`src/div_types_pkg.sv`:
```
// Widths and vector types shared by every block of the matrix divider; import with div_types_pkg::*

package div_types_pkg;

  ////////////////////////////////////////////////////////////
  // Widths
  ////////////////////////////////////////////////////////////

  // Operand width, dividend and divisor alike
  localparam int DATA_W = 32;

  // Matrix sizes and loop indices
  localparam int IDX_W = 8;

  // Iteration counter holds 0 .. DATA_W
  localparam int STEP_W = $clog2(DATA_W + 1);

  ////////////////////////////////////////////////////////////
  // Vector types
  ////////////////////////////////////////////////////////////

  // Dividend, divisor, quotient, remainder
  typedef logic [DATA_W-1:0] data_t;

  // Sizes and i/j indices
  typedef logic [IDX_W-1:0] index_t;

  // Core iteration count
  typedef logic [STEP_W-1:0] step_t;

  ////////////////////////////////////////////////////////////
  // Derived constants
  ////////////////////////////////////////////////////////////

  // Count value seen while the core performs its final step
  localparam step_t LAST_STEP = step_t'(DATA_W - 1);

  // First step is done on the load edge
  localparam step_t FIRST_STEP = step_t'(1);

endpackage

```
`src/div_ctrl_pkg.sv`:
```
// FSM encodings and the request/result structs passed between divider blocks; import with div_ctrl_pkg::*

package div_ctrl_pkg;

  import div_types_pkg::*;

  ////////////////////////////////////////////////////////////
  // State machines
  ////////////////////////////////////////////////////////////

  // Sequencer: idle, first element of a row, any other element, division running
  typedef enum logic [1:0] {
    SEQ_IDLE           = 2'd0,
    SEQ_WAIT_ROW_FIRST = 2'd1,
    SEQ_WAIT_ELEM      = 2'd2,
    SEQ_BUSY           = 2'd3
  } seq_state_t;

  // Divider core
  typedef enum logic {
    CORE_IDLE = 1'b0,
    CORE_RUN  = 1'b1
  } core_state_t;

  ////////////////////////////////////////////////////////////
  // Block interfaces
  ////////////////////////////////////////////////////////////

  // One division request, sequencer to core
  typedef struct packed {
    data_t dividend;
    data_t divisor;
    logic  last_in_row;
    logic  last_in_matrix;
  } div_op_t;

  // One finished division, core to result stage
  // Flags ride along unchanged from the request
  typedef struct packed {
    data_t quotient;
    data_t remainder;
    logic  last_in_row;
    logic  last_in_matrix;
  } div_res_t;

endpackage

```
`src/matrix_divider_sequencer.sv`:
```
// Decode stage of the matrix divider; walks i/j, captures A/B pairs and issues one division at a time
`timescale 1ns/1ps

module matrix_divider_sequencer
  import div_types_pkg::*, div_ctrl_pkg::*;
(
  input  logic    CLK,
  input  logic    RST,
  input  logic    start,
  input  index_t  size_i,
  input  index_t  size_j,
  input  data_t   data_a,
  input  data_t   data_b,
  input  logic    a_i_enable,
  input  logic    a_j_enable,
  input  logic    b_i_enable,
  input  logic    b_j_enable,
  input  logic    done,
  output div_op_t op,
  output logic    op_start
);

  ////////////////////////////////////////////////////////////
  // State
  ////////////////////////////////////////////////////////////

  seq_state_t state;

  // Sizes frozen at start
  index_t size_i_q;
  index_t size_j_q;

  // Position of the element being collected or divided
  index_t index_i;
  index_t index_j;

  // Operand captured flags
  logic a_cap;
  logic b_cap;

  logic accept_a;
  logic accept_b;
  logic take_a;
  logic take_b;
  logic issue;
  logic row_end;
  logic matrix_end;

  ////////////////////////////////////////////////////////////
  // Strobe qualification
  ////////////////////////////////////////////////////////////

  always_comb begin
    // i strobes only for a row's first element, j strobes otherwise
    accept_a = ((state == SEQ_WAIT_ROW_FIRST) && a_i_enable) ||
               ((state == SEQ_WAIT_ELEM) && a_j_enable);
    accept_b = ((state == SEQ_WAIT_ROW_FIRST) && b_i_enable) ||
               ((state == SEQ_WAIT_ELEM) && b_j_enable);
    // First operand seen is kept and later duplicates dropped
    take_a   = accept_a && !a_cap;
    take_b   = accept_b && !b_cap;
    // Both halves in hand
    issue    = ((state == SEQ_WAIT_ROW_FIRST) || (state == SEQ_WAIT_ELEM)) &&
               a_cap && b_cap;
    // Position flags for the pending element
    row_end    = (index_j == size_j_q - index_t'(1));
    matrix_end = row_end && (index_i == size_i_q - index_t'(1));
  end

  ////////////////////////////////////////////////////////////
  // Operand and request registers
  ////////////////////////////////////////////////////////////

  always_ff @(posedge CLK) begin
    if (take_a) begin
      op.dividend <= data_a;
    end
    if (take_b) begin
      op.divisor <= data_b;
    end
    // Flags fixed when the request leaves
    if (issue) begin
      op.last_in_row    <= row_end;
      op.last_in_matrix <= matrix_end;
    end
  end

  ////////////////////////////////////////////////////////////
  // FSM
  ////////////////////////////////////////////////////////////

  always_ff @(posedge CLK or posedge RST) begin
    if (RST) begin
      state    <= SEQ_IDLE;
      size_i_q <= '0;
      size_j_q <= '0;
      index_i  <= '0;
      index_j  <= '0;
      a_cap    <= 1'b0;
      b_cap    <= 1'b0;
      op_start <= 1'b0;
    end else begin
      // Single-cycle pulse by default
      op_start <= 1'b0;
      if (take_a) begin
        a_cap <= 1'b1;
      end
      if (take_b) begin
        b_cap <= 1'b1;
      end
      case (state)
        SEQ_IDLE: begin
          if (start) begin
            size_i_q <= size_i;
            size_j_q <= size_j;
            index_i  <= '0;
            index_j  <= '0;
            a_cap    <= 1'b0;
            b_cap    <= 1'b0;
            state    <= SEQ_WAIT_ROW_FIRST;
          end
        end
        SEQ_WAIT_ROW_FIRST, SEQ_WAIT_ELEM: begin
          if (issue) begin
            op_start <= 1'b1;
            a_cap    <= 1'b0;
            b_cap    <= 1'b0;
            state    <= SEQ_BUSY;
          end
        end
        SEQ_BUSY: begin
          // Advance once the core reports back
          if (done) begin
            if (op.last_in_matrix) begin
              state <= SEQ_IDLE;
            end else if (op.last_in_row) begin
              index_i <= index_i + index_t'(1);
              index_j <= '0;
              state   <= SEQ_WAIT_ROW_FIRST;
            end else begin
              index_j <= index_j + index_t'(1);
              state   <= SEQ_WAIT_ELEM;
            end
          end
        end
        default: state <= SEQ_IDLE;
      endcase
    end
  end

  ////////////////////////////////////////////////////////////
  // Checks
  ////////////////////////////////////////////////////////////

  // Core answers only the one request outstanding in BUSY
  a_done_when_busy: assert property (@(posedge CLK) disable iff (RST)
    done |-> state == SEQ_BUSY)
    else $error("done seen with no division outstanding");

endmodule

```
`src/integer_divider_core.sv`:
```
// Execute stage; unsigned restoring divider retiring one quotient bit per cycle
`timescale 1ns/1ps

module integer_divider_core
  import div_types_pkg::*, div_ctrl_pkg::*;
(
  input  logic     CLK,
  input  logic     RST,
  input  logic     op_start,
  input  div_op_t  op,
  output logic     done,
  output div_res_t res
);

  core_state_t state;
  step_t       step_cnt;

  // Working registers
  data_t divisor_q;
  data_t rem_q;
  data_t quo_q;
  logic  last_row_q;
  logic  last_mat_q;

  // One iteration, inputs muxed between fresh request and running values
  data_t                 step_rem;
  data_t                 step_quo;
  data_t                 step_dvs;
  logic [2*DATA_W-1:0]   step_out;

  logic load;

  ////////////////////////////////////////////////////////////
  // Restoring step
  ////////////////////////////////////////////////////////////

  // Shift in next dividend bit, trial subtract, restore on borrow
  // Zero divisor never borrows: all-ones quotient, remainder = dividend
  function automatic logic [2*DATA_W-1:0] div_step(input data_t rem,
                                                   input data_t quo,
                                                   input data_t dvs);
    logic [DATA_W:0] partial;
    logic [DATA_W:0] diff;
    partial = {rem, quo[DATA_W-1]};
    diff    = partial - {1'b0, dvs};
    if (diff[DATA_W]) begin
      return {partial[DATA_W-1:0], quo[DATA_W-2:0], 1'b0};
    end
    return {diff[DATA_W-1:0], quo[DATA_W-2:0], 1'b1};
  endfunction

  assign load = (state == CORE_IDLE) && op_start;

  always_comb begin
    // First step runs straight off the request
    step_rem = load ? '0 : rem_q;
    step_quo = load ? op.dividend : quo_q;
    step_dvs = load ? op.divisor : divisor_q;
    step_out = div_step(step_rem, step_quo, step_dvs);
  end

  ////////////////////////////////////////////////////////////
  // Datapath
  ////////////////////////////////////////////////////////////

  always_ff @(posedge CLK) begin
    if (load) begin
      divisor_q  <= op.divisor;
      last_row_q <= op.last_in_row;
      last_mat_q <= op.last_in_matrix;
    end
    if (load || (state == CORE_RUN)) begin
      {rem_q, quo_q} <= step_out;
    end
  end

  ////////////////////////////////////////////////////////////
  // Control
  ////////////////////////////////////////////////////////////

  always_ff @(posedge CLK or posedge RST) begin
    if (RST) begin
      state    <= CORE_IDLE;
      step_cnt <= '0;
      done     <= 1'b0;
    end else begin
      done <= 1'b0;
      case (state)
        CORE_IDLE: begin
          if (op_start) begin
            step_cnt <= FIRST_STEP;
            state    <= CORE_RUN;
          end
        end
        CORE_RUN: begin
          step_cnt <= step_cnt + step_t'(1);
          // Final bit lands this edge; DATA_W cycles after op_start
          if (step_cnt == LAST_STEP) begin
            done  <= 1'b1;
            state <= CORE_IDLE;
          end
        end
        default: state <= CORE_IDLE;
      endcase
    end
  end

  always_comb begin
    res.quotient       = quo_q;
    res.remainder      = rem_q;
    res.last_in_row    = last_row_q;
    res.last_in_matrix = last_mat_q;
  end

  // Requests only accepted when idle
  a_start_in_idle: assert property (@(posedge CLK) disable iff (RST)
    op_start |-> state == CORE_IDLE)
    else $error("op_start while core running");

  // Completion strobe lasts one cycle
  a_done_pulse: assert property (@(posedge CLK) disable iff (RST)
    done |=> !done)
    else $error("done held longer than one cycle");

endmodule

```
`src/divider_result_stage.sv`:
```
// Result stage; registers quotient and remainder and raises output strobes and the completion pulse
`timescale 1ns/1ps

module divider_result_stage
  import div_types_pkg::*, div_ctrl_pkg::*;
(
  input  logic     CLK,
  input  logic     RST,
  input  logic     done,
  input  div_res_t res,
  output data_t    data_out,
  output data_t    rest_out,
  output logic     data_out_i_enable,
  output logic     data_out_j_enable,
  output logic     ready
);

  ////////////////////////////////////////////////////////////
  // Output registers
  ////////////////////////////////////////////////////////////

  always_ff @(posedge CLK or posedge RST) begin
    if (RST) begin
      data_out          <= '0;
      rest_out          <= '0;
      data_out_i_enable <= 1'b0;
      data_out_j_enable <= 1'b0;
      ready             <= 1'b0;
    end else begin
      // Hold last value between results
      if (done) begin
        data_out <= res.quotient;
        rest_out <= res.remainder;
      end
      // Every element
      data_out_j_enable <= done;
      // Row boundary, except the final row
      data_out_i_enable <= done && res.last_in_row && !res.last_in_matrix;
      // Whole matrix finished
      ready             <= done && res.last_in_matrix;
    end
  end

  ////////////////////////////////////////////////////////////
  // Checks
  ////////////////////////////////////////////////////////////

  // Row and matrix strobes ride on an element strobe, never together
  a_ready_vs_row: assert property (@(posedge CLK) disable iff (RST)
    (ready || data_out_i_enable) |-> data_out_j_enable && !(ready && data_out_i_enable))
    else $error("ready and data_out_i_enable overlap");

  // Matrix end is followed by a quiet cycle
  a_ready_pulse: assert property (@(posedge CLK) disable iff (RST)
    ready |=> !ready && !data_out_j_enable)
    else $error("ready not a single isolated pulse");

endmodule

```
`src/matrix_integer_divider.sv`:
```
// Top level of the matrix integer divider; elementwise A/B with quotient and remainder, row-major
`timescale 1ns/1ps

module matrix_integer_divider
  import div_types_pkg::*, div_ctrl_pkg::*;
(
  input  logic   CLK,
  input  logic   RST,

  // Control
  input  logic   start,
  output logic   ready,

  // Operand strobes, i = first of row, j = the rest
  input  logic   data_a_i_enable,
  input  logic   data_a_j_enable,
  input  logic   data_b_i_enable,
  input  logic   data_b_j_enable,

  // Result strobes
  output logic   data_out_i_enable,
  output logic   data_out_j_enable,

  // Data
  input  index_t size_i,
  input  index_t size_j,
  input  data_t  data_a,
  input  data_t  data_b,
  output data_t  data_out,
  output data_t  rest_out
);

  ////////////////////////////////////////////////////////////
  // Inter-stage wiring
  ////////////////////////////////////////////////////////////

  div_op_t  op;
  logic     op_start;
  div_res_t res;
  logic     done;

  // Decode
  matrix_divider_sequencer i_sequencer (
    .CLK       (CLK),
    .RST       (RST),
    .start     (start),
    .size_i    (size_i),
    .size_j    (size_j),
    .data_a    (data_a),
    .data_b    (data_b),
    .a_i_enable(data_a_i_enable),
    .a_j_enable(data_a_j_enable),
    .b_i_enable(data_b_i_enable),
    .b_j_enable(data_b_j_enable),
    .done      (done),
    .op        (op),
    .op_start  (op_start)
  );

  // Execute
  integer_divider_core i_core (
    .CLK     (CLK),
    .RST     (RST),
    .op_start(op_start),
    .op      (op),
    .done    (done),
    .res     (res)
  );

  // Result
  divider_result_stage i_result (
    .CLK              (CLK),
    .RST              (RST),
    .done             (done),
    .res              (res),
    .data_out         (data_out),
    .rest_out         (rest_out),
    .data_out_i_enable(data_out_i_enable),
    .data_out_j_enable(data_out_j_enable),
    .ready            (ready)
  );

endmodule

```
`config.mk`:
```
export PLATFORM = sky130hd
export DESIGN_NAME = matrix_integer_divider
export DESIGN_NICKNAME = d
export VERILOG_FILES = /design/src/div_types_pkg.sv /design/src/div_ctrl_pkg.sv /design/src/matrix_divider_sequencer.sv /design/src/integer_divider_core.sv /design/src/divider_result_stage.sv /design/src/matrix_integer_divider.sv
export SDC_FILE = /design/constraint.sdc
export NUM_CORES = 1
export LEC_CHECK = 0
export BUFFER_PORTS_ARGS = -buffer_cell sky130_fd_sc_hd__buf_4
export CAP_MARGIN = 20
export CORE_ASPECT_RATIO = 0.8
export CORE_UTILIZATION = 59
export DETAILED_ROUTE_END_ITERATION = 7
export GPL_TIMING_DRIVEN = 0
export PLACE_DENSITY = 0.81
export SETUP_SLACK_MARGIN = 0.3
export SLEW_MARGIN = 10
export SYNTH_ARGS = -nofsm -noshare
export SYNTH_HDL_FRONTEND = slang
export SYNTH_SLANG_ARGS = --single-unit
export TNS_END_PERCENT = 100
```
`constraint.sdc`:
```
create_clock -name CLK -period 5.23 [get_ports CLK]
set_input_delay 1.569 -clock CLK [delete_from_list [all_inputs] [get_ports CLK]]
set_output_delay 1.569 -clock CLK [all_outputs]
set_load 0.05 [all_outputs]
```
==> results.ini <==
[die]
dieArea_um2=22440
fp.dieH_um=134.2
die_x_um=167.2
core_area_um2=21050
pin_count=154
initial_core_util_pct=61.21
fp-row-count=47

[job]
maxCapViolCount=0

[drt]
wl_per_cell_um=18.05
vias=9080
final_antenna_net_count=0
first_pass_iters=7
drc_errors=0
initialDrtViolationCount=725
wirelength_um=28510
viasPerCell=5.750

[placement]
dpl.cell_count=1529
io_buffers=153
place_congestion=0.9266
dp_hpwl_um=19910

[setup_path]
crit_arrival_ns=4.99
cp-start-kind=register
cp_max_fo=10
crit_type=register to register
end_kind=register
required_ns=5.50

[timing]
finalMaxSlewViolations=0
final_hold_viol_count=0
worstMarginPinSlew_ns=0.7565
relSlewSlack_pct=49.57
setup_viol=0
fin_setup_tns_ns=0
max_freq_mhz=211.9
rsz0062_at_grt=false
finClkSkew_ns=0.01446
fin_crit_ns=4.720
finalCritPeriodShare_pct=90.25

[power_and_ir_drop]
power.density_nw_per_um2=750.4
leakage_nw=6.915
peakVddDrop_mv=0.4060
p_sw_share_pct=39.60
power_frac_comb_pct=52.1
power_frac_clock_pct=16.1
seq_power_share_pct=31.8
intPower_w=0.006961
switchingPower_w=0.004564

[grt]
antenna_found_initial=0
grt_pass1_wl_um=45670
grt_use_total_pct=25.77
first_global_vias=8802
grt_max_degree=85
grt-ovfl-total=0

[finish]
nets=1417
drive_gt1_share_pct=25.19
final_core_util_pct=72.95
instances_no_fill=1579
syn2layout_area_growth_pct=19.17
insertedDiodeCount=0

[synth]
seq_area_frac_synth_pct=57.48
synth_cells=1103
synth_area_leaders=edfxtp_1 31%, dfrtp_1 22%, mux2_2 8.9%, nand2_1 5.2%, dfxtp_1 5.0%
synth_cell_types=68
synth_top_area_cell=edfxtp_1
avgSynthCellArea_um2=11.68
synth_edf_count=132
synthArstFlopShare_pct=40.58
yosysWarnings=0
synth-seq-cells=276
synth-main-ff-cell=edfxtp_1
syn_area_um2=12890
synth_fp_nets=1231
yosysTopAreaCellShare_pct=30.76

[hold_path]
hp-class=register to register

[clock_network]
cts.sinks=276
htree_levels=1
insertion_delay_ns=0.53
cts_tree=yes
cts_made_buffers=27
cts-root-buf=clkbuf_16
clk_path_buf_depth=3
path_clk_slew_ns=0.06
cts_setup_buffers=0

[run_status]
status=complete, no violations

==> sequential cells by signal, indices dropped and copies added, names as in the netlist, 2 cells and up <==
register              cells
i_core.divisor_q         32
i_core.rem_q             32
i_core.quo_q             32
i_sequencer.size_i_q      8
i_result.data_out        32
i_core.step_cnt           6
i_sequencer.op           66
i_sequencer.index_i       8
i_sequencer.state         2
i_sequencer.index_j       8
i_sequencer.size_j_q      8
i_result.rest_out        32
==> power groups by stage <==
stage	sequential, W	combinational [W]	clock [W]
2_1_floorplan	0.00358	0.00457	0
3_3_place_gp	0.00369	0.00559	0
3_5_place_dp	0.00369	0.00581	0
4_1_cts	0.00366	0.00591	0.00188
5_1_grt	0.00373	0.00660	0.00197
6_report	0.00367	0.00601	0.00185
==> routing by layer <==
metal	vias to the layer above	wire [um]	GRT usage (%)
met5	-	0	0
met4	0	775	7.747
met3	58	1839	4.102
met2	333	12950	39.75
met1	4406	12940	37.93
li1	4283	-	-
==> worst max-delay path: stages, from the launching register on <==
cell	delay, ns
dfrtp_1	0.33
buf_2	0.20
nand2b_4	0.19
clkbuf_2	0.24
buf_2	0.41
mux2i_1	0.39
ha_1	0.34
nor2b_2	0.19
o311ai_1	0.47
a211o_1	0.24
a31o_1	0.20
a31oi_2	0.12
or2_4	0.29
xor2_4	0.25
buf_6	0.23
mux2_1	0.34
==> layout make-up <==
cell class,instances,area [um2]
clock inverters,8,66.31
clock buffers,42,772.0
flip-flops and latches,276,7407
multi-input cells,718,5074
fillers,1448,5694
repair buffers,157,1244
plain buffers,44,207.7
inverters,65,251.5
well taps,269,336.6
==> what timing repair did <==
action / in CTS / in global routing
pin swaps: 0 / 1
endpoints found under the setup margin: 32 / 32
gates resized for setup: 11 / 14
hold endpoints to repair: 0 / 0
hold buffers: 0 / 0
==> synthesized netlist by cell type (all sizes together) (5+ instances only) <==
library cell / n
and2: 26
mux2: 103
o21a: 6
inv: 65
clkbuf: 33
edfxtp: 132
a21oi: 34
o31ai: 11
nor2: 46
dfrtp: 112
buf: 11
xnor2: 27
dfxtp: 32
nand2: 178
a21o: 12
nand3: 22
ha: 40
a211oi: 6
o21ai: 35
nand2b: 9
o211ai: 5
nand4: 12
nor3: 11
xor2: 30
mux2i: 31
a31oi: 9
==> cells in the final DEF (no fill, tap or decap), types with 4 or more instances in the layout <==
cell type	synthesis	final
a211oi_1	6	6
a21o_1	12	12
a21oi_1	34	34
a31oi_1	8	8
and2_1	26	26
and3_1	4	4
buf_2	3	6
buf_4	0	153
clkbuf_1	33	35
clkbuf_16	0	27
clkbuf_2	0	7
clkbuf_8	0	4
clkinv_2	0	4
dfrtp_1	112	112
dfxtp_1	32	32
edfxtp_1	132	132
ha_1	40	40
inv_1	64	62
mux2_2	102	102
mux2i_1	31	31
nand2_1	178	178
nand2b_1	8	8
nand3_1	22	22
nand4_1	12	12
nor2_1	46	44
nor3_1	11	11
o211ai_1	5	5
o21a_1	6	6
o21ai_0	35	35
o31ai_1	11	9
xnor2_1	27	27
xor2_1	29	29
==> path summary, 6_finish.rpt <==
path | startpoint | to | slack [ns] | depth (start not counted)
setup / recovery | i_core.state | i_core.rem_q[28] | 0.51 | 15
hold / removal | i_core.last_mat_q | i_result.data_out_i_enable | 0.43 | 1
setup reg to reg | i_core.state | i_core.rem_q[28] | 0.51 | 15
hold reg to reg | i_core.last_mat_q | i_result.data_out_i_enable | 0.43 | 1
max in group asynchronous | RST | i_sequencer.index_j[6] | 3.51 | 3
min in group asynchronous | RST | i_result.rest_out[23] | 1.00 | 2
==> through the flow <==
step | area [um2] | hold slack, ns | worst slack (ns) | power (W)
3_5_place_dp | 14490 | 0.4190 | -0.03685 | 0.009502
6_report | 15360 | 0.4264 | 0.5100 | 0.01153
5_1_grt | 15360 | 0.4372 | 0.3241 | 0.01230
4_1_cts | 15340 | 0.4275 | 0.3737 | 0.01145
2_1_floorplan | 12890 | 0.3945 | 0.7020 | 0.008158
3_3_place_gp | 14370 | 0.4087 | -0.9329 | 0.009278
==> kinds of logic (layout without fill, tap and decap cells) <==
family | count (synthesis) | count (layout) | share of synthesized area [%]
buf+inv | 109 | 316 | 3.379
compound gates | 154 | 154 | 7.981
fa+ha+maj | 41 | 41 | 4.039
mux | 134 | 134 | 11.41
xor+xnor | 57 | 57 | 4.019
flops | 276 | 276 | 57.48
simple gates | 332 | 332 | 11.70
No activity file was read; power rests on OpenSTA's default activity.
